### config.mk
export PLATFORM = sky130hd
export DESIGN_NAME = obi_sram_shim
export DESIGN_NICKNAME = d
export VERILOG_FILES = /design/src/source/memtile_pkg.sv /design/src/source/obi_sram_shim.sv
export VERILOG_INCLUDE_DIRS = /design/src /design/src/source
export SDC_FILE = /design/constraint.sdc
export NUM_CORES = 1
export LEC_CHECK = 0
export ABC_CLOCK_PERIOD_IN_PS = 11150
export BUFFER_PORTS_ARGS = -buffer_cell sky130_fd_sc_hd__buf_2
export CORE_AREA = 4 4 126 128
export CTS_CLUSTER_DIAMETER = 200
export DETAILED_ROUTE_END_ITERATION = 10
export DIE_AREA = 0 0 130 132
export SLEW_MARGIN = 20
export SYNTH_ARGS = -nofsm -noshare
export SYNTH_HDL_FRONTEND = slang
export SYNTH_SLANG_ARGS = --single-unit
### constraint.sdc
create_clock -name clk_i -period 11.15 [get_ports clk_i]
set_clock_uncertainty 0.15 [all_clocks]
set_input_delay 1.115 -clock clk_i [delete_from_list [all_inputs] [get_ports clk_i]]
set_output_delay 1.115 -clock clk_i [all_outputs]
set_load 0.05 [all_outputs]
### src/source/memtile_config.svh
//////////////////////////////////////////////////
// Tile geometry and channel widths
// Data width must be 64 for the 32-bit atomic halves
// Tile size is rows x words per macro x word bytes
//////////////////////////////////////////////////

`ifndef MEMTILE_CONFIG_SVH
`define MEMTILE_CONFIG_SVH

// Word and address widths
`define MEMTILE_DATA_WIDTH 64
`define MEMTILE_ADDR_WIDTH 32
`define MEMTILE_ID_WIDTH 4

// Bank organisation, 2 KiB in total
`define MEMTILE_BANKS_PER_WORD 2
`define MEMTILE_BANK_ROWS 4
`define MEMTILE_WORDS_PER_MACRO 64

`endif

### src/source/memtile_pkg.sv
//////////////////////////////////////////////////
// Channel and strobe types of the memory tile
// Widths come from memtile_config.svh
//////////////////////////////////////////////////

`include "memtile_config.svh"

package memtile_pkg;

  typedef logic [`MEMTILE_DATA_WIDTH-1:0]   data_t;
  typedef logic [`MEMTILE_DATA_WIDTH/8-1:0] be_t;
  typedef logic [`MEMTILE_ADDR_WIDTH-1:0]   addr_t;
  typedef logic [`MEMTILE_ID_WIDTH-1:0]     id_t;

  // Index of a full data word inside the tile
  typedef logic [$clog2(`MEMTILE_BANK_ROWS * `MEMTILE_WORDS_PER_MACRO)-1:0] word_addr_t;

  typedef enum logic [3:0] {
    ATOP_NONE,
    ATOP_LR,
    ATOP_SC,
    ATOP_SWAP,
    ATOP_ADD,
    ATOP_AND,
    ATOP_OR,
    ATOP_MAX,
    ATOP_MINU
  } atop_e;

  typedef struct packed {
    addr_t addr;
    logic  we;
    be_t   be;
    data_t wdata;
    id_t   aid;
    atop_e atop;
  } obi_a_chan_t;

  typedef struct packed {
    data_t rdata;
    id_t   rid;
    logic  exokay;
  } obi_r_chan_t;

  typedef struct packed {
    logic       we;
    word_addr_t addr;
    data_t      wdata;
    be_t        be;
  } sram_req_t;

endpackage

### src/source/obi_sram_shim.sv
//////////////////////////////////////////////////
// OBI to SRAM strobes, response one cycle after grant
// Upper address bits are dropped, so addresses wrap
//////////////////////////////////////////////////

`timescale 1ns/1ps
`include "memtile_config.svh"

module obi_sram_shim (
  input  logic                     clk_i,
  input  logic                     rst_n_i,
  input  logic                     req_valid_i,
  output logic                     req_ready_o,
  input  memtile_pkg::obi_a_chan_t req_chan_i,
  output logic                     rsp_valid_o,
  input  logic                     rsp_ready_i,
  output memtile_pkg::obi_r_chan_t rsp_chan_o,
  output logic                     mem_req_o,
  output memtile_pkg::sram_req_t   mem_o,
  input  memtile_pkg::data_t       mem_rdata_i
);

  import memtile_pkg::*;

  localparam int unsigned ByteOffset = $clog2(`MEMTILE_DATA_WIDTH / 8);

  logic        pend_q;
  logic        hold_valid_q;
  logic        we_q;
  id_t         id_q;
  obi_r_chan_t hold_q;
  obi_r_chan_t rsp;

  assign req_ready_o = !hold_valid_q && (!pend_q || rsp_ready_i);
  assign mem_req_o   = req_valid_i && req_ready_o;

  assign mem_o.we    = req_chan_i.we;
  assign mem_o.addr  = word_addr_t'(req_chan_i.addr >> ByteOffset);
  assign mem_o.wdata = req_chan_i.wdata;
  assign mem_o.be    = req_chan_i.be;

  // SRAM data lives for one cycle only
  assign rsp.rdata  = we_q ? '0 : mem_rdata_i;
  assign rsp.rid    = id_q;
  assign rsp.exokay = 1'b0;

  assign rsp_valid_o = pend_q || hold_valid_q;
  assign rsp_chan_o  = hold_valid_q ? hold_q : rsp;

  always_ff @(posedge clk_i or negedge rst_n_i) begin
    if (!rst_n_i) begin
      pend_q       <= 1'b0;
      hold_valid_q <= 1'b0;
    end else begin
      pend_q <= mem_req_o;
      if (hold_valid_q) begin
        hold_valid_q <= !rsp_ready_i;
      end else if (pend_q && !rsp_ready_i) begin
        hold_valid_q <= 1'b1;
      end
    end
  end

  always_ff @(posedge clk_i) begin
    if (mem_req_o) begin
      we_q <= req_chan_i.we;
      id_q <= req_chan_i.aid;
    end
    if (pend_q && !hold_valid_q && !rsp_ready_i) begin
      hold_q <= rsp;
    end
  end

endmodule

==> flow_summary.yaml <==
outcome:
  status: "finished, final reports clean"
finish:
  insertedDiodeCount: 0
  final_util: 0.3163
  syn_to_final_growth_pct: 13.12
  nNetsFinal: 552
  fillers: 1524
  drive_gt1_frac: 0.6064
logic_synthesis:
  yosysTopAreaCell: "edfxtp_1"
  ys_seq_elements: 75
  yosys.cell_types.count: 10
  yosys_warnings: 0
  synth-seq-area-share: 0.5394
  synth_top_area_share: 0.5274
  syn_nets: 492
  ys_top_cells_by_area: "edfxtp_1 (53%), mux2_2 (18%), buf_4 (16%), nor2b_1 (10%), dfrtp_1 (1.2%)"
  syn-cell-area_um2: 4156
  synthCells: 311
  syn_avg_cell_area_um2: 13.36
routing:
  first_pass_iters: 4
  viasPerCell: 4.238
  routed_wl_um: 8859
  postRouteAntennaNets: 0
  drc_errors: 0
  via_count: 2390
  drt-wirelength-per-cell_um: 15.71
  drt_iter0_drc: 109
setup_path:
  crit_path_end_kind: "output port"
  r2r_slack_ps: 8350
  rr_worst_depth: 2
  cp-start-kind: "flop"
  crit_type: "reg -> out"
  cp.arrival_ps: 2480
  rr_endpoint: "hold_q[31]"
  worstPathRequired_ps: 9890
  r2r-start: "hold_valid_q"
  cp_max_fo: 72
pwr:
  clock_power_share: 0.337
  swShare: 0.3107
  power.leakage_nw: 1.914
  comb_power_share: 0.238
  switching_power_mw: 0.2465
  internal_power_mw: 0.5469
  seqPwrFrac: 0.425
  power_density_nw_per_um2: 168.7
  ir_worst_vdd_uv: 62.26
grt:
  grt_max_degree: 73
  grt-ovfl-total: 0
  antenna_found_initial: 0
  grt_first_pass_wirelength_um: 13370
  grt_pass1_vias: 2505
  grtUsageTotal: 0.1003
placement:
  place_congestion: 0.7123
  io_buffers: 144
  hpwl_um: 6438
clock_tree:
  cts_hold_buf: 0
  clock-sinks: 75
  h-tree-depth: 3
  clockRootBuffer: "clkbuf_16"
  cts_buffers: 9
  post_cts_resize_count: 0
  clk_path_buf_depth: 2
  postCtsSetupBuffers: 0
  path_clk_slew_ps: 50
  insertion_delay_ps: 330
  cts_tree: "done"
die:
  dieWidth_um: 130
  die_h_um: 132
  io_pins: 334
  row_count: 45
  initial_core_util: 0.2796
  core_um2: 14860
  die-area_um2: 17160
min_path:
  hold_path_depth: 0
  holdCritPathClass: "reg -> reg"
  hold_start: "id_q[0]"
  worstHoldEndpoint: "hold_q[1]"
timing:
  min_period_over_period: 0.3359
  relSlewSlack: 0.3473
  worstMarginPinSlew_ps: 977.0
  period_needed_ps: 3745
  hold_viol: 0
  tns_ps: 0
  max_freq_mhz: 267.0
  rsz0062_at_grt: "no"
  finalMaxSlewViolations: 0
  setup_viol: 0
job:
  cap_violations: 0
## through the flow
stage	setup WS, ps	instances	total power, mW	area (µm²)	hold WS (ps)
after floorplan	6181	311	0.5676	4156	272.2
after global placement	7489	548	0.5329	4431	281.3
after detailed placement	7434	548	0.5347	4431	288.8
after CTS	7372	564	0.8082	4702	302.1
after global routing	7218	564	0.8297	4702	322.2
final	7405	564	0.7934	4702	300.3
## power by group through the flow
stage	logic, mW	clock network, mW	registers, mW
CTS	0.192	0.278	0.338
global route	0.199	0.291	0.340
finish	0.189	0.267	0.337
global placement	0.190	0	0.343
floorplan	0.233	0	0.335
detailed placement	0.191	0	0.344
## worst max path at each step
stage / from / to / slack (ps) / cells after the start
floorplan: rsp_ready_i / hold_q[10] / 6180 / 2
global placement: rsp_ready_i / mem_req_o / 7490 / 4
detailed placement: rsp_ready_i / mem_req_o / 7430 / 4
CTS: hold_valid_q / mem_req_o / 7370 / 2
global route: hold_valid_q / mem_req_o / 7220 / 2
finish: hold_valid_q / mem_req_o / 7400 / 2
## kinds of logic (layout without fill, tap and decap cells)
group / after synthesis / in the layout / share of synthesized area
buffers and inverters: 97 / 162 / 0.1704
flip-flops: 75 / 75 / 0.5394
multiplexers: 68 / 68 / 0.1842
other: 1 / 1 / 0.0009022
AND/OR/NAND/NOR: 70 / 70 / 0.1051
## placed cells by master, fill, tap and decap left out, drive strengths merged
cell,instances
or2,1
nor3b,1
edfxtp,73
clkbuf,16
conb,1
mux2,68
buf,146
nor2,1
nor2b,67
dfrtp,2
## worst max-delay path, cell delays in order (launching register included)
cell,delay (ps)
dfrtp_4,800
nor3b_1,920
buf_2,410
## cells in the mapped netlist
library cell  number
mux2_2            68
nor3b_1            1
dfrtp_1            2
nor2_1             1
buf_2              8
or2_2              1
edfxtp_1          73
buf_4             89
nor2b_1           67
conb_1             1
## area by class of cell
class / count / area [µm²] / area share
timing repair buffer: 146 / 735.7 / 0.1565
sequential: 75 / 2246 / 0.4776
tap: 188 / 235.2 / 0.05003
multi-input combinational: 139 / 1214 / 0.2581
clock buffer: 16 / 271.5 / 0.05774
## flip-flops by register name (all words and copies together), names as in the netlist
register      count
hold_q           68
id_q              4
pend_q            1
hold_valid_q      1
we_q              1
## per-layer routing
metal | part of all wire | track usage | up-vias
met3 | 0.11 | 0.04498 | 40
met1 | 0.39 | 0.1085 | 1116
met4 | 0.033 | 0.05543 | 0
met2 | 0.47 | 0.1622 | 118
met5 | 0 | 0 | -
li1 | - | - | 1116
No activity file was read; power rests on OpenSTA's default activity.
