[src/source/obi_chan_cut.sv]
//////////////////////////////////////////////////
// Two-entry register slice, valid and ready cut
// Output is valid one cycle after acceptance
//////////////////////////////////////////////////

`timescale 1ns/1ps

module obi_chan_cut #(
  parameter type payload_t = logic
) (
  input  logic     clk_i,
  input  logic     rst_n_i,
  input  logic     valid_i,
  output logic     ready_o,
  input  payload_t data_i,
  output logic     valid_o,
  input  logic     ready_i,
  output payload_t data_o
);

  payload_t   mem_q [2];
  logic       wr_ptr_q;
  logic       rd_ptr_q;
  logic [1:0] cnt_q;
  logic       push;
  logic       pop;

  // Ready depends on the fill level only
  assign ready_o = (cnt_q != 2'd2);
  assign valid_o = (cnt_q != 2'd0);
  assign data_o  = mem_q[rd_ptr_q];

  assign push = valid_i && ready_o;
  assign pop  = valid_o && ready_i;

  always_ff @(posedge clk_i or negedge rst_n_i) begin
    if (!rst_n_i) begin
      wr_ptr_q <= 1'b0;
      rd_ptr_q <= 1'b0;
      cnt_q    <= 2'd0;
    end else begin
      if (push) begin
        wr_ptr_q <= ~wr_ptr_q;
      end
      if (pop) begin
        rd_ptr_q <= ~rd_ptr_q;
      end
      cnt_q <= cnt_q + 2'(push) - 2'(pop);
    end
  end

  always_ff @(posedge clk_i) begin
    if (push) begin
      mem_q[wr_ptr_q] <= data_i;
    end
  end

endmodule

[config.mk]
export PLATFORM = sky130hd
export DESIGN_NAME = obi_chan_cut
export DESIGN_NICKNAME = d
export VERILOG_FILES = /design/src/source/obi_chan_cut.sv
export SDC_FILE = /design/constraint.sdc
export NUM_CORES = 1
export LEC_CHECK = 0
export BUFFER_PORTS_ARGS = -buffer_cell sky130_fd_sc_hd__buf_2
export CAP_MARGIN = 0
export CORE_AREA = 2 2 39 41
export DETAILED_ROUTE_END_ITERATION = 6
export DIE_AREA = 0 0 41 43
export PLACE_DENSITY = 0.43
export SLEW_MARGIN = 20
export SYNTH_ARGS = -nofsm -noshare
export SYNTH_HDL_FRONTEND = slang
export SYNTH_SLANG_ARGS = --single-unit
[constraint.sdc]
create_clock -name clk_i -period 5.06 [get_ports clk_i]
set_input_delay 1.012 -clock clk_i [delete_from_list [all_inputs] [get_ports clk_i]]
set_output_delay 1.012 -clock clk_i [all_outputs]
set_load 0.01 [all_outputs]
==> flow_summary.json, run 1 <==
{
  "status": "finished, final reports clean",
  "endpoint": "data_o",
  "max_freq_mhz": 480,
  "r2r_slack_ps": 3380,
  "crit_type": "reg -> out",
  "routed_wl_um": 406,
  "ys_ff_latch": 6,
  "crit_path_end_kind": "output port",
  "yosysUniqueCellTypes": 13,
  "post-route-period-util_pct": 41.2,
  "final_net_count": 39,
  "track_usage_pct": 6.17,
  "cap_violations": 0,
  "wl_met2_um": 225,
  "grt_pass1_vias": 178,
  "synth_nets": 27,
  "area_growth_syn_to_layout_pct": 30.1,
  "drv_slew": 0,
  "hold_class": "reg -> reg",
  "peakVddDrop_mv": 0.137,
  "layout_common_cells": "7 x buf_2, 4 x dfrtp_1, 3 x xnor2_1, 3 x clkbuf_4",
  "cp_data_required_time_ps": 4050,
  "leakage_nw": 0.161,
  "rows": 14,
  "cts_resized": 0,
  "rsz0062_at_grt": "no",
  "synth_area_um2": 270,
  "highest_layer": "met3",
  "met3WireLength_um": 33,
  "io_buffer_count": 7,
  "vias": 172,
  "final_common_cell": "buf_2",
  "n_fill_cell": 153,
  "pwr_density_cell_mw_per_mm2": 619,
  "cts_hold_buf": 0,
  "crit_fanout": 2,
  "grt_max_degree": 5,
  "final_area_um2": 352,
  "dpl-instance-area_um2": 325,
  "dieArea_mm2": 0.00176,
  "ant_nets": 0,
  "dieWidth_um": 41,
  "syn_inst": 20,
  "cts_tree": "yes",
  "dr.pass1.iters": 1,
  "path_clk_slew_ps": 50,
  "cts.sinks": 6,
  "postCtsSetupRepairBufs": 0,
  "core-area_mm2": 0.00138,
  "timing.rr.end": "cnt_q[1]",
  "dpl.hpwl_um": 340,
  "drtIter0Drc": 0,
  "worst_slew_pin_slew_ps": 165,
  "setup-tns-final_ps": 0,
  "crit_arrival_ps": 1070,
  "clock_skew_ps": 4.87,
  "setup_violations": 0,
  "diodes": 0,
  "h-tree-depth": 1,
  "cts_buffers": 3,
  "die_h_um": 43,
  "gp_congestion": 0.632,
  "grt_pass1_wl_um": 641,
  "cts_root_buffer": "clkbuf_4",
  "r2r_cells": 7,
  "clk_latency_ps": 240,
  "clk_path_buf_depth": 2,
  "setup.worst_path.start": "rd_ptr_q",
  "ys_seq_area_share_pct": 59.3,
  "worst_setup_path_start_kind": "register",
  "antenna_found_initial": 0,
  "initial_core_util_pct": 19.5,
  "hold_viol_final": 0,
  "fin_crit_ps": 2080,
  "worst_slew_margin_rel_pct": 88.9,
  "drcViolationCount": 0,
  "vias_per_cell": 3.66,
  "drt-wirelength-per-cell_um": 8.64,
  "ys_warn_count": 0,
  "syn_avg_cell_area_um2": 13.5,
  "wl_met1_um": 148,
  "ioPinCount": 8,
  "grt.overflow.total": 0,
  "r2r_start": "cnt_q[1]",
  "layout-drive-gt1-share_pct": 38.7
}
-- how the worst min path moves through the flow --
| stage | slack, ps | end | start | cells after the start |
|---|---|---|---|---|
| floorplan | 450 | rd_ptr_q | rd_ptr_q | 1 |
| global placement | 480 | rd_ptr_q | rd_ptr_q | 1 |
| detailed placement | 480 | rd_ptr_q | rd_ptr_q | 1 |
| CTS | 490 | rd_ptr_q | rd_ptr_q | 1 |
| global route | 500 | rd_ptr_q | rd_ptr_q | 1 |
| finish | 480 | rd_ptr_q | rd_ptr_q | 1 |
-- metrics by stage --
step	hold WS, ps	total power [mW]	worst slack (ps)	instances	util [%]
6_report	483	0.218	2980	47	25.4
3_3_place_gp	479	0.171	2970	43	23.5
2_1_floorplan	450	0.150	3090	20	-
4_1_cts	490	0.224	2960	47	25.4
5_1_grt	496	0.238	2930	47	25.4
3_5_place_dp	478	0.174	2930	43	23.5
-- synthesized netlist by cell type --
library cell,count,area (um^2)
xnor2_1,3,26.3
nor2_1,1,3.75
xor2_1,1,8.76
ha_1,2,25.0
inv_1,1,3.75
nand2b_1,1,6.26
nand2_1,1,3.75
edfxtp_1,2,60.1
mux2_2,1,11.3
and2_4,1,8.76
dfrtp_1,4,100
or2_1,1,6.26
and3_1,1,6.26
-- worst max-delay path: stages, from the launching register on --
cell and delay (ps):
dfrtp_1 360, mux2_2 330, buf_2 140
-- registers in the layout, summed over array words and instances (netlist names) --
register / flops
mem_q: 2
rd_ptr_q: 1
cnt_q: 2
wr_ptr_q: 1
-- final cells by class --
class	instances	area (um^2)	area share [%]
Sequential cell	6	160	45.6
Tap cell	16	20.0	5.69
Multi-Input combinational cell	13	106	30.2
Timing Repair Buffer	7	35.0	9.96
Inverter	1	3.75	1.07
Clock buffer	4	26.3	7.47
-- power breakdown --
group / switching (mW) / internal [mW] / leakage [nW] / total (mW)
Sequential: 0.0136 / 0.0731 / 0.0652 / 0.0867
Clock: 0.0164 / 0.0298 / 0.0150 / 0.0462
Combinational: 0.0384 / 0.0462 / 0.0807 / 0.0846
-- layer usage --
metal,up-vias,global-route usage (%)
met3,0,6.81
li1,87,-
met2,3,8.44
met1,82,4.93
met5,-,0
met4,0,4.00
-- logic make-up after synthesis --
| kind of cell | synth area share [%] |
|---|---|
| flops | 59.3 |
| fa+ha+maj | 9.26 |
| xor+xnor | 13.0 |
| buf+inv | 1.39 |
| simple gates | 13.0 |
| mux | 4.17 |
Power figures use the tool's default switching activity.
==> run 2, diff against run 1 <==
PLACE_DENSITY = 0.45   (was 0.43)
clock period = 1.8 ns   (was 5.06 ns; I/O delays follow)
==> run 2 against run 1 <==
Clock skew decreased by 3.4 ps. Register-to-register slack got worse by 3200 ps. Sequential power rose to 2.8 times the previous value. Combinational power rose to 3.4 times the previous value. Worst hold slack worse by 170 ps. First-iteration DRC count is 3 higher.
==> flow_summary.json, run 2 (synthesis results as in run 1) <==
{
  "path_clk_slew_ps": 40,
  "crit_fanout": 3,
  "antenna_found_initial": 0,
  "area_growth_syn_to_layout_pct": 38.0,
  "drv_slew": 0,
  "holdPathStages": 1,
  "dieWidth_um": 41,
  "crit_type": "reg -> reg",
  "comb_power_share_pct": 44.2,
  "routed_wl_um": 467,
  "setup_violations": 0,
  "leakage_nw": 0.174,
  "dpl.hpwl_um": 382,
  "dieArea_mm2": 0.00176,
  "rows": 14,
  "cts_buffers": 3,
  "vias_per_cell": 3.73,
  "core-area_mm2": 0.00138,
  "hold_viol_final": 0,
  "setup-tns-final_ps": 0,
  "grt.overflow.total": 0,
  "use_met1_pct": 6.25,
  "cts_tree": "yes",
  "reg_top3": "cnt_q: 2 flops, mem_q: 2 flops",
  "final_common_cell": "buf_2",
  "worst_slew_margin_rel_pct": 91.2,
  "crit_arrival_ps": 1790,
  "drt-wirelength-per-cell_um": 9.73,
  "clock_skew_ps": 1.49,
  "final_net_count": 41,
  "switching_share_pct": 32.1,
  "grtUsageMet2_pct": 10.9,
  "rsz0062_at_grt": "no",
  "p_sw_mw": 0.208,
  "cts.sinks": 6,
  "die_h_um": 43,
  "ioPinCount": 8,
  "peakVddDrop_mv": 0.348,
  "grt_max_degree": 5,
  "dr.pass1.iters": 3,
  "track_usage_pct": 7.89,
  "max_freq_mhz": 600,
  "io_buffer_count": 7,
  "crit_path_end_kind": "register",
  "pre_cts_slack_ps": 111,
  "vias": 179,
  "fin_crit_ps": 1670,
  "layout-drive-gt1-share_pct": 43.8,
  "drcViolationCount": 0,
  "drtIter0Drc": 3,
  "met3_usage_pct": 1.57,
  "h-tree-depth": 1,
  "clk_path_buf_depth": 2,
  "cp_data_required_time_ps": 1920,
  "clockPowerShare_pct": 18.6,
  "top_usage_layer": "met4",
  "grt_pass1_vias": 211,
  "initial_core_util_pct": 19.5,
  "clk_latency_ps": 240,
  "power_frac_seq_pct": 37.2,
  "cts_root_buffer": "clkbuf_4",
  "gp_congestion": 0.598,
  "final.setup.worst_slack_ps": 134,
  "layout_common_cells": "7 x buf_2, 4 x dfrtp_1, 3 x clkbuf_4",
  "pwr_density_cell_mw_per_mm2": 1740,
  "worst_slew_pin_slew_ps": 130,
  "worst_setup_path_start_kind": "register",
  "diodes": 0,
  "cap_violations": 0,
  "post-route-period-util_pct": 92.5,
  "grt_pass1_wl_um": 800,
  "hold_class": "in -> reg",
  "status": "finished, final reports clean",
  "p_int_mw": 0.442,
  "r2r_cells": 7,
  "ant_nets": 0
}
==> run 2: layout make-up <==
class / count / area (um^2)
inverters: 1 / 3.75
clock buffers: 3 / 22.5
fillers: 142 / 1010
multi-input cells: 13 / 114
flip-flops and latches: 6 / 160
well taps: 16 / 20.0
repair buffers: 9 / 52.6
==> run 2: what timing repair did <==
| action | CTS | global route |
|---|---|---|
| endpoints found under the setup margin | 0 | 1 |
| setup buffers | 0 | 1 |
| hold endpoints to repair | 4 | 0 |
| hold buffers | 1 | 0 |
| resized for setup | 0 | 1 |
==> run 2: power by group through the flow <==
stage	clock [mW]	combinational, mW	sequential [mW]
6_report	0.121	0.287	0.242
5_1_grt	0.137	0.326	0.249
4_1_cts	0.128	0.256	0.244
3_5_place_dp	0	0.252	0.247
3_3_place_gp	0	0.240	0.242
2_1_floorplan	0	0.183	0.237
==> run 2: worst paths after layout <==
path	startpoint	to	slack, ps
worst max-delay path	cnt_q[1]	cnt_q[1]	130
worst min-delay path	data_i	mem_q[0]	310
worst max register to register	cnt_q[1]	cnt_q[1]	130
worst min register to register	rd_ptr_q	rd_ptr_q	470
max in group asynchronous	rst_n_i	cnt_q[1]	1230
min in group asynchronous	rst_n_i	rd_ptr_q	450
==> run 2: stage by stage <==
stage               power [mW]  std cells  area, um^2  hold slack (ps)  utilization [%]
finish                   0.650         48         373              310             26.9
global route             0.712         48         373              309             26.9
CTS                      0.628         47         358              303             25.9
detailed placement       0.499         43         325              171             23.5
global placement         0.482         43         325              171             23.5
floorplan                0.420         20         270             64.4                -
==> run 2: critical path, stage by stage (launching register included) <==
cell     delay (ps)
dfrtp_1         380
or2_1           240
and2_4          170
ha_1            260
inv_1            30
ha_1            200
xnor2_2         140
xnor2_1         130
==> run 2: per-layer routing <==
metal	vias up	wire, um
met5	-	0
met3	2	8
li1	91	-
met4	0	18
met1	82	142
met2	4	296
