<file path="config.mk">
export PLATFORM = sky130hd
export DESIGN_NAME = obi_atop_resolver
export DESIGN_NICKNAME = d
export VERILOG_FILES = /design/src/source/memtile_pkg.sv /design/src/source/obi_atop_resolver.sv
export VERILOG_INCLUDE_DIRS = /design/src /design/src/source
export SDC_FILE = /design/constraint.sdc
export NUM_CORES = 1
export LEC_CHECK = 0
export ABC_AREA = 0
export BUFFER_PORTS_ARGS = -buffer_cell sky130_fd_sc_hd__buf_2
export CELL_PAD_IN_SITES_DETAIL_PLACEMENT = 1
export CELL_PAD_IN_SITES_GLOBAL_PLACEMENT = 1
export CORE_ASPECT_RATIO = 1.4
export CORE_MARGIN = 2
export CORE_UTILIZATION = 39
export CTS_BUF_LIST = sky130_fd_sc_hd__clkbuf_16
export CTS_CLUSTER_DIAMETER = 150
export CTS_CLUSTER_SIZE = 25
export DETAILED_ROUTE_END_ITERATION = 10
export PLACE_DENSITY_LB_ADDON = 0.1
export SKIP_CTS_REPAIR_TIMING = 1
export SLEW_MARGIN = 10
export SYNTH_ARGS = -nofsm -noshare
export SYNTH_HDL_FRONTEND = slang
export SYNTH_SLANG_ARGS = --single-unit
</file>
<file path="constraint.sdc">
create_clock -name clk_i -period 6.5 [get_ports clk_i]
set_clock_uncertainty 0.2 [all_clocks]
set_input_delay 0.325 -clock clk_i [delete_from_list [all_inputs] [get_ports clk_i]]
set_output_delay 0.325 -clock clk_i [all_outputs]
set_load 0.05 [all_outputs]
</file>
<file path="src/source/memtile_config.svh">
//////////////////////////////////////////////////
// Tile geometry and channel widths
// Data width must be 64 for the 32-bit atomic halves
// Tile size is rows x words per macro x word bytes
//////////////////////////////////////////////////

`ifndef MEMTILE_CONFIG_SVH
`define MEMTILE_CONFIG_SVH

// Word and address widths
`define MEMTILE_DATA_WIDTH 64
`define MEMTILE_ADDR_WIDTH 32
`define MEMTILE_ID_WIDTH 4

// Bank organisation, 2 KiB in total
`define MEMTILE_BANKS_PER_WORD 2
`define MEMTILE_BANK_ROWS 4
`define MEMTILE_WORDS_PER_MACRO 64

`endif

</file>
<file path="src/source/memtile_pkg.sv">
//////////////////////////////////////////////////
// Channel and strobe types of the memory tile
// Widths come from memtile_config.svh
//////////////////////////////////////////////////

`include "memtile_config.svh"

package memtile_pkg;

  typedef logic [`MEMTILE_DATA_WIDTH-1:0]   data_t;
  typedef logic [`MEMTILE_DATA_WIDTH/8-1:0] be_t;
  typedef logic [`MEMTILE_ADDR_WIDTH-1:0]   addr_t;
  typedef logic [`MEMTILE_ID_WIDTH-1:0]     id_t;

  // Index of a full data word inside the tile
  typedef logic [$clog2(`MEMTILE_BANK_ROWS * `MEMTILE_WORDS_PER_MACRO)-1:0] word_addr_t;

  typedef enum logic [3:0] {
    ATOP_NONE,
    ATOP_LR,
    ATOP_SC,
    ATOP_SWAP,
    ATOP_ADD,
    ATOP_AND,
    ATOP_OR,
    ATOP_MAX,
    ATOP_MINU
  } atop_e;

  typedef struct packed {
    addr_t addr;
    logic  we;
    be_t   be;
    data_t wdata;
    id_t   aid;
    atop_e atop;
  } obi_a_chan_t;

  typedef struct packed {
    data_t rdata;
    id_t   rid;
    logic  exokay;
  } obi_r_chan_t;

  typedef struct packed {
    logic       we;
    word_addr_t addr;
    data_t      wdata;
    be_t        be;
  } sram_req_t;

endpackage

</file>
<file path="src/source/obi_atop_resolver.sv">
//////////////////////////////////////////////////
// Resolves RISC-V atomics and LR/SC as read-modify-write
// Atomics act on the 32-bit half picked by addr[2]
// One reservation, tracked per 64-bit word
// At most four plain accesses in flight
//////////////////////////////////////////////////

`timescale 1ns/1ps
`include "memtile_config.svh"

module obi_atop_resolver (
  input  logic                     clk_i,
  input  logic                     rst_n_i,
  input  logic                     sbr_req_i,
  output logic                     sbr_gnt_o,
  input  memtile_pkg::obi_a_chan_t sbr_chan_i,
  output logic                     sbr_rvalid_o,
  input  logic                     sbr_rready_i,
  output memtile_pkg::obi_r_chan_t sbr_rchan_o,
  output logic                     mgr_valid_o,
  input  logic                     mgr_ready_i,
  output memtile_pkg::obi_a_chan_t mgr_chan_o,
  input  logic                     mgr_rvalid_i,
  output logic                     mgr_rready_o,
  input  memtile_pkg::obi_r_chan_t mgr_rchan_i
);

  import memtile_pkg::*;

  localparam int unsigned MaxOutstanding = 4;
  localparam int unsigned ByteOffset     = $clog2(`MEMTILE_DATA_WIDTH / 8);

  typedef enum logic [2:0] {
    ST_IDLE,
    ST_RD,
    ST_RD_WAIT,
    ST_WR,
    ST_WR_WAIT,
    ST_RSP
  } state_e;

  state_e      state_q, state_d;
  logic [2:0]  cnt_q;
  obi_a_chan_t amo_q;
  logic [31:0] result_q;
  logic [31:0] new_q;
  logic        exokay_q;
  logic        res_valid_q;
  word_addr_t  res_addr_q;

  logic        is_plain;
  logic        plain_fwd;
  logic        rsp_fwd;
  logic        amo_gnt;
  logic        rd_done;
  logic        res_hit;
  logic [31:0] old_half;
  logic [31:0] op_half;

  function automatic word_addr_t word_of(addr_t addr);
    return word_addr_t'(addr >> ByteOffset);
  endfunction

  function automatic logic [31:0] amo_alu(atop_e op, logic [31:0] a, logic [31:0] b);
    case (op)
      ATOP_SWAP, ATOP_SC: return b;
      ATOP_ADD:           return a + b;
      ATOP_AND:           return a & b;
      ATOP_OR:            return a | b;
      ATOP_MAX:           return ($signed(a) > $signed(b)) ? a : b;
      ATOP_MINU:          return (a < b) ? a : b;
      default:            return a;
    endcase
  endfunction

  assign is_plain  = (sbr_chan_i.atop == ATOP_NONE);
  assign plain_fwd = (state_q == ST_IDLE) && mgr_valid_o && mgr_ready_i;
  assign rsp_fwd   = (state_q == ST_IDLE) && mgr_rvalid_i && sbr_rready_i;
  assign amo_gnt   = (state_q == ST_IDLE) && sbr_gnt_o && !is_plain;
  assign rd_done   = (state_q == ST_RD_WAIT) && mgr_rvalid_i;
  assign res_hit   = res_valid_q && (res_addr_q == word_of(amo_q.addr));

  // Operand halves, selected by address bit 2
  assign old_half = amo_q.addr[2] ? mgr_rchan_i.rdata[32+:32] : mgr_rchan_i.rdata[0+:32];
  assign op_half  = amo_q.addr[2] ? amo_q.wdata[32+:32] : amo_q.wdata[0+:32];

  //////////////////////////////////////////////////
  // Request side
  //////////////////////////////////////////////////

  always_comb begin
    mgr_valid_o = 1'b0;
    mgr_chan_o  = sbr_chan_i;
    sbr_gnt_o   = 1'b0;
    case (state_q)
      ST_IDLE: begin
        if (is_plain) begin
          mgr_valid_o = sbr_req_i && (cnt_q < 3'(MaxOutstanding));
          sbr_gnt_o   = mgr_valid_o && mgr_ready_i;
        end else begin
          // Atomics wait for the pipeline to drain
          sbr_gnt_o = sbr_req_i && (cnt_q == 3'd0);
        end
      end
      ST_RD: begin
        mgr_valid_o     = 1'b1;
        mgr_chan_o      = amo_q;
        mgr_chan_o.we   = 1'b0;
        mgr_chan_o.atop = ATOP_NONE;
      end
      ST_WR: begin
        mgr_valid_o      = 1'b1;
        mgr_chan_o       = amo_q;
        mgr_chan_o.we    = 1'b1;
        mgr_chan_o.be    = {{4{amo_q.addr[2]}}, {4{~amo_q.addr[2]}}};
        mgr_chan_o.wdata = {2{new_q}};
        mgr_chan_o.atop  = ATOP_NONE;
      end
      default: begin
      end
    endcase
  end

  //////////////////////////////////////////////////
  // Response side
  //////////////////////////////////////////////////

  // Internal responses of a sequence are absorbed here
  assign sbr_rvalid_o = (state_q == ST_IDLE) ? mgr_rvalid_i : (state_q == ST_RSP);
  assign mgr_rready_o = (state_q == ST_IDLE) ? sbr_rready_i :
                        ((state_q == ST_RD_WAIT) || (state_q == ST_WR_WAIT));

  always_comb begin
    sbr_rchan_o = mgr_rchan_i;
    if (state_q != ST_IDLE) begin
      sbr_rchan_o.rdata  = amo_q.addr[2] ? {result_q, 32'h0} : {32'h0, result_q};
      sbr_rchan_o.rid    = amo_q.aid;
      sbr_rchan_o.exokay = exokay_q;
    end
  end

  //////////////////////////////////////////////////
  // Sequence FSM and reservation
  //////////////////////////////////////////////////

  always_comb begin
    state_d = state_q;
    case (state_q)
      ST_IDLE: begin
        if (amo_gnt) begin
          state_d = ST_RD;
        end
      end
      ST_RD: begin
        if (mgr_ready_i) begin
          state_d = ST_RD_WAIT;
        end
      end
      ST_RD_WAIT: begin
        // LR and a failed SC skip the write
        if (mgr_rvalid_i) begin
          if (amo_q.atop == ATOP_LR || (amo_q.atop == ATOP_SC && !res_hit)) begin
            state_d = ST_RSP;
          end else begin
            state_d = ST_WR;
          end
        end
      end
      ST_WR: begin
        if (mgr_ready_i) begin
          state_d = ST_WR_WAIT;
        end
      end
      ST_WR_WAIT: begin
        if (mgr_rvalid_i) begin
          state_d = ST_RSP;
        end
      end
      ST_RSP: begin
        if (sbr_rready_i) begin
          state_d = ST_IDLE;
        end
      end
      default: state_d = ST_IDLE;
    endcase
  end

  always_ff @(posedge clk_i or negedge rst_n_i) begin
    if (!rst_n_i) begin
      state_q     <= ST_IDLE;
      cnt_q       <= 3'd0;
      res_valid_q <= 1'b0;
      res_addr_q  <= '0;
    end else begin
      state_q <= state_d;
      cnt_q   <= cnt_q + 3'(plain_fwd) - 3'(rsp_fwd);
      if (plain_fwd && sbr_chan_i.we && (word_of(sbr_chan_i.addr) == res_addr_q)) begin
        res_valid_q <= 1'b0;
      end
      if (rd_done) begin
        case (amo_q.atop)
          ATOP_LR: begin
            res_valid_q <= 1'b1;
            res_addr_q  <= word_of(amo_q.addr);
          end
          ATOP_SC: res_valid_q <= 1'b0;
          default: begin
            if (res_hit) begin
              res_valid_q <= 1'b0;
            end
          end
        endcase
      end
    end
  end

  always_ff @(posedge clk_i) begin
    if (amo_gnt) begin
      amo_q <= sbr_chan_i;
    end
    if (rd_done) begin
      new_q    <= amo_alu(amo_q.atop, old_half, op_half);
      exokay_q <= (amo_q.atop == ATOP_LR) || (amo_q.atop == ATOP_SC && res_hit);
      if (amo_q.atop == ATOP_SC) begin
        result_q <= res_hit ? 32'd0 : 32'd1;
      end else begin
        result_q <= old_half;
      end
    end
  end

endmodule

</file>
==> impl_metrics.toml, run 1 <==
[drt]
wl_met1_um = 24100
first_iter_violations = 766
wl_per_cell_um = 21.5
viasPerCell = 5.55
drc = 0
met3_length_um = 3490
ant_nets = 0
top_layer = "met5"
wl_met2_um = 26800
vias = 14438
wirelength_um = 55900
drtPass1Iterations = 5

[logic_synthesis]
ys_types = 75
yosys.area.top_type_share = 0.352
muxShareOfSynthArea = 0.133
synth_simple_gate_area_frac = 0.139
netlist_area_um2 = 15100
synthArstFlopShare = 0.0781
synth_top_family_by_area = "compound AO/OA/AOI/OAI gates"
synth-edff-count = 177
ys_seq_elements = 192
synthXorXnorAreaFrac = 0.0243
synthAdderAreaFrac = 0.0837
syn_avg_cell_area_um2 = 9.12
yosys.area.top_type = "edfxtp_1"
syn_inst = 1658
synthTopCellsByArea = "edfxtp_1 35%, mux2i_1 9.5%, ha_1 8.1%"
synth_compound_area_frac = 0.189
synth_ff_type = "edfxtp_1"
syn_nets = 1946
ys_seq_area_frac = 0.376
yosysWarnings = 0

[layout]
final_area_um2 = 19100
final_nets = 2355
antenna_cells = 0
area_delta_synth_final_pct = 26.3
layout-drive-gt1-share = 0.240

[placement]
numPortBuffers = 373
routabilityCongestion = 0.902
dp_slack_ns = 1.44
hpwlAfterDp_um = 39900
placed_area_um2 = 17300

[critical_path]
cpMaxStageDelayCell = "mux2i_1"
path_class = "reg -> reg"
critPathLaunchType = "flop"
cp.arrival_ns = 5.20
crit_start = "amo_q[83]"
worstPathRequired_ns = 6.50
critPathBufInv = 2
timing.rr.end = "new_q[10]"
cp_max_fo = 67
rrSetupSlack_ns = 1.31
crit_path_frequent_cell = "a21oi_1"
slowest_delay_ns = 0.76
path_cells = "buf_12, mux2i_1, ha_1, nor4_2, nand4_1, o211ai_1, o31ai_2, nand3_4, o211ai_2, buf_4, a21oi_1, nor4_1, a21oi_1"
cp-end-kind = "flop"
reg2reg_from = "amo_q[83]"
cp_top_family = "compound AO/OA/AOI/OAI gates"
r2r_cells = 13

[sta]
setup_viol = 0
max_clock_freq_mhz = 193
slew_violations = 0
final.period_utilization = 0.799
hold_violations = 0
rsz0062_at_grt = "false"
fin_setup_tns_ns = 0
tightest_slew_ns = 1.04
max_slew_margin = 0.302
min_period_ns = 5.19
setup_slack_ns = 1.31

[die]
die_area_um2 = 40400
coreArea_um2 = 38400
placementRows = 85
initial_core_util = 0.394
die_h_um = 237
die_x_um = 170
ios = 374

[cts]
cts_tree = "done"
clock_latency_ns = 0.47
numCtsBuffers = 17
cts_max_level = 4
cts.sinks = 192
path_clk_slew_ns = 0.08
root_buffer = "clkbuf_16"
clock_path_buffers = 2

[global_routing]
grt_pass1_wl_um = 82200
grtUsageTotal = 0.264
antenna_found_initial = 1
grt_pass1_vias = 14334
grt_max_degree = 136
gr-total-overflow = 0

[power]
power_mw = 7.86
switching_power_mw = 4.55
comb_power_share = 0.645
pwr-share-clk = 0.142
ir_worst_vdd_v = 0.000493
leakage_nw = 8.29
internal-power_mw = 3.31
p_seq_frac = 0.213
switching_share = 0.579
power_density_nw_per_um2 = 412

[worst_hold_path]
holdPathEnd = "res_valid_q"
holdCritPathClass = "in -> reg"
worstHoldStart = "sbr_chan_i[80]"
hold_path_depth = 4

[run]
maxCapViolCount = 0

[run_status]
status = "finished clean"
## layout make-up
| type | count | area, um2 |
|---|---|---|
| clock inverter | 15 | 170 |
| timing repair buffer | 506 | 3190 |
| inverter | 86 | 325 |
| tap | 522 | 653 |
| sequential | 192 | 5690 |
| clock buffer | 17 | 425 |
| multi-input combinational | 1264 | 8640 |
| fill | 4505 | 19300 |
## metal layers
metal,global-route usage,up-vias
met5,0,-
met4,0.0901,2
met3,0.0632,95
met2,0.433,534
met1,0.340,7006
li1,-,6801
## state kept, by name, summed over array words and instances (netlist names)
| name | count |
|---|---|
| state_q | 3 |
| result_q | 32 |
| res_valid_q | 1 |
| cnt_q | 3 |
| res_addr_q | 8 |
| amo_q | 112 |
| new_q | 32 |
| exokay_q | 1 |
## worst register-to-register path, cell delays in order, from the launching register on
cell,delay [ns]
edfxtp_1,0.44
buf_12,0.37
mux2i_1,0.82
ha_1,0.46
nor4_2,0.10
nand4_1,0.18
o211ai_1,0.14
o31ai_2,0.47
nand3_4,0.25
o211ai_2,0.71
buf_4,0.40
a21oi_1,0.14
nor4_1,0.20
a21oi_1,0.06
## stage by stage
stage	hold slack [ns]	util	instances
floorplan	-0.171	-	1658
global placement	0.0701	0.452	2456
detailed placement	0.0672	0.452	2456
CTS	-0.433	0.467	2488
global route	0.0529	0.497	2602
finish	0.0229	0.497	2602
## kinds of logic (layout without fill, tap and decap cells)
kind of cell | after synthesis | count (layout)
multiplexers | 194 | 194
XOR/XNOR | 42 | 42
buffers and inverters | 202 | 624
flip-flops | 192 | 192
AND/OR/NAND/NOR | 470 | 470
AO/OA/AOI/OAI | 458 | 458
adder cells (fa/ha/maj) | 100 | 100
## power by group through the flow
stage                     Clock (mW)  Combinational [mW]  Sequential (mW)
after floorplan                    0                3.91             1.60
after global placement             0                4.92             1.69
final                           1.12                5.07             1.67
after detailed placement           0                4.97             1.70
after global routing            1.18                5.38             1.69
after CTS                       1.14                4.99             1.67
## how the worst max path moves through the flow
stage                    endpoint  depth (start not counted)
global placement        new_q[27]                         13
global route            new_q[15]                         13
detailed placement       new_q[7]                         13
floorplan           res_addr_q[0]                          5
finish                  new_q[10]                         13
CTS                     new_q[15]                         13
## cell usage after synthesis (4+ instances only)
cell / instances
a2111oi_0: 7
a211o_1: 11
a211oi_1: 20
a21o_1: 11
a21oi_1: 96
a221o_1: 4
a221oi_1: 10
a31o_1: 5
a31oi_1: 5
a32oi_1: 7
a41oi_1: 4
and2_1: 6
and3_1: 8
buf_1: 11
buf_2: 28
buf_4: 4
clkbuf_1: 69
dfrtp_1: 15
edfxtp_1: 177
ha_1: 98
inv_1: 85
mux2_2: 50
mux2i_1: 144
nand2_1: 245
nand2b_1: 37
nand3_1: 15
nand4_1: 12
nor2_1: 101
nor2b_1: 8
nor3_1: 14
nor4_1: 7
nor4_2: 4
o211ai_1: 18
o21a_1: 9
o21ai_0: 185
o221ai_1: 5
o22a_1: 4
o22ai_1: 18
o31ai_1: 4
xnor2_1: 21
xor2_1: 21
## layout by cell type (no fill, tap or decap), types with 85 or more instances in the layout
| cell | synthesis | layout |
|---|---|---|
| dlygate4sd3_1 | 0 | 113 |
| mux2i_1 | 144 | 144 |
| inv_1 | 85 | 85 |
| o21ai_0 | 185 | 185 |
| ha_1 | 98 | 98 |
| nand2_1 | 245 | 244 |
| a21oi_1 | 96 | 96 |
| edfxtp_1 | 177 | 177 |
| nor2_1 | 101 | 98 |
| buf_2 | 28 | 373 |
No activity file was read; power rests on OpenSTA's default activity.
==> run 2: changes to the inputs <==
==> constraint.sdc (replaced) <==
create_clock -name clk_i -period 4.9 [get_ports clk_i]
set_clock_uncertainty 0.2 [all_clocks]
set_input_delay 0.245 -clock clk_i [delete_from_list [all_inputs] [get_ports clk_i]]
set_output_delay 0.245 -clock clk_i [all_outputs]
set_load 0.05 [all_outputs]
==> impl_metrics.toml, run 2 (synthesis results as in run 1) <==
[critical_path]
path_cells = "buf_12, mux2i_1, ha_1, nor4_2, nand4_1, o211ai_1, o31ai_2, nand3_4, buf_12, mux2i_1, a221oi_1, a21oi_1, a2bb2oi_1"
cp_top_family = "compound AO/OA/AOI/OAI gates"
cp-end-kind = "flop"
cpMaxStageDelayCell = "mux2i_1"
worstPathRequired_ns = 4.91
critPathBufInv = 2
path_class = "reg -> reg"
cp_max_fo = 46
critPathLaunchType = "flop"
cp.arrival_ns = 4.60
slowest_delay_ns = 0.58

[cts]
cts_tree = "done"
cts.sinks = 192
clock_path_buffers = 2
clock_latency_ns = 0.47
numCtsBuffers = 17
cts_max_level = 4
path_clk_slew_ns = 0.08
root_buffer = "clkbuf_16"

[global_routing]
antenna_found_initial = 1
gr-total-overflow = 0
grtUsageTotal = 0.263
grt_pass1_vias = 14553
grt_max_degree = 130
grt_pass1_wl_um = 82000

[layout]
final_cell_mix = "373 x buf_2, 243 x nand2_1, 185 x o21ai_0, 177 x edfxtp_1, 142 x mux2i_1"
layout_commonest_cell = "buf_2"
reg.largest.list = "amo_q (112), new_q (32), result_q (32)"
fillers = 4502
multiInputGateArea_um2 = 8650
largest_register = "amo_q"
register_area_um2 = 5690
finalCoreUtilization = 0.506
final_nets = 2396
largest_register_ffs = 112
layout-drive-gt1-share = 0.256
area_delta_synth_final_pct = 28.6

[worst_hold_path]
holdCritPathClass = "in -> reg"

[sta]
whs_ns = -0.0171
max_clock_freq_mhz = 218
setup_slack_ns = 0.306
rsz0062_at_grt = "false"
tightest_slew_ns = 1.15
min_period_ns = 4.59
setup_viol = 0
slew_violations = 0
final.period_utilization = 0.938
hold_violations = 2
max_slew_margin = 0.234
fin_setup_tns_ns = 0

[run_status]
status = "finished, violations left"
violations = "hold timing"

[placement]
routabilityCongestion = 0.912
numPortBuffers = 373
dp_slack_ns = 0.273
hpwlAfterDp_um = 40400

[die]
initial_core_util = 0.394
coreArea_um2 = 38400
die_area_um2 = 40400
placementRows = 85
ios = 374
die_x_um = 170
die_h_um = 237

[drt]
first_iter_violations = 834
drtPass1Iterations = 5
wirelength_um = 56100
ant_nets = 0
viasPerCell = 5.54
vias = 14655
wl_per_cell_um = 21.2
drc = 0

[power]
leakage_nw = 8.49
power_density_nw_per_um2 = 539
power_mw = 10.5
ir_worst_vdd_v = 0.000461

[run]
maxCapViolCount = 0
run 2: cell types whose count changed in the layout (fill, tap and decap cells not counted), sizes merged:
| cell | before | now |
|---|---|---|
| buf | 393 | 432 |
| dlygate4sd3 | 113 | 115 |
| diode | 0 | 1 |
| inv | 94 | 95 |
| clkinv | 5 | 6 |
| bufinv | 1 | 0 |
| clkinvlp | 1 | 0 |
run 2: final timing paths:
kind	startpoint	endpoint	slack, ns	cells after the start
worst max-delay path	amo_q[83]	new_q[7]	0.31	13
worst min-delay path	sbr_rready_i	state_q[0]	-0.02	4
worst max register to register	amo_q[83]	new_q[7]	0.31	13
worst min register to register	res_valid_q	res_valid_q	0.34	2
max in group asynchronous	rst_n_i	state_q[1]	4.11	2
min in group asynchronous	rst_n_i	res_addr_q[2]	0.04	2
run 2: cell type report:
cell class                 count  area share
clock buffer                  17      0.0219
timing repair buffer         547       0.181
antenna                        1    0.000129
clock inverter                15     0.00933
multi-input combinational   1264       0.445
tap                          522      0.0336
sequential                   192       0.293
inverter                      86      0.0167
run 2: worst min-delay path, delay by kind of cell:
family / cells / cell delay [ns]
buf+inv: 1 / 0.11
simple gates: 2 / 0.17
compound gates: 1 / 0.08
run 2: through the flow:
| stage | instance area [um2] | cells |
|---|---|---|
| after floorplan | 15100 | 1658 |
| after global placement | 17700 | 2496 |
| after detailed placement | 17700 | 2496 |
| after CTS | 18300 | 2528 |
| after global routing | 19400 | 2644 |
| final | 19400 | 2644 |
run 2: report_power, final:
group,total (mW),switching (mW),internal (mW)
clock,1.48,0.784,0.698
combinational,6.78,5.09,1.68
sequential,2.22,0.204,2.01
run 2: routing by layer:
metal	up-vias	wire [um]	global-route usage
li1	6905	-	-
met1	7181	24500	0.342
met2	489	26800	0.439
met3	80	3450	0.0505
met4	0	1310	0.0813
met5	-	0	0
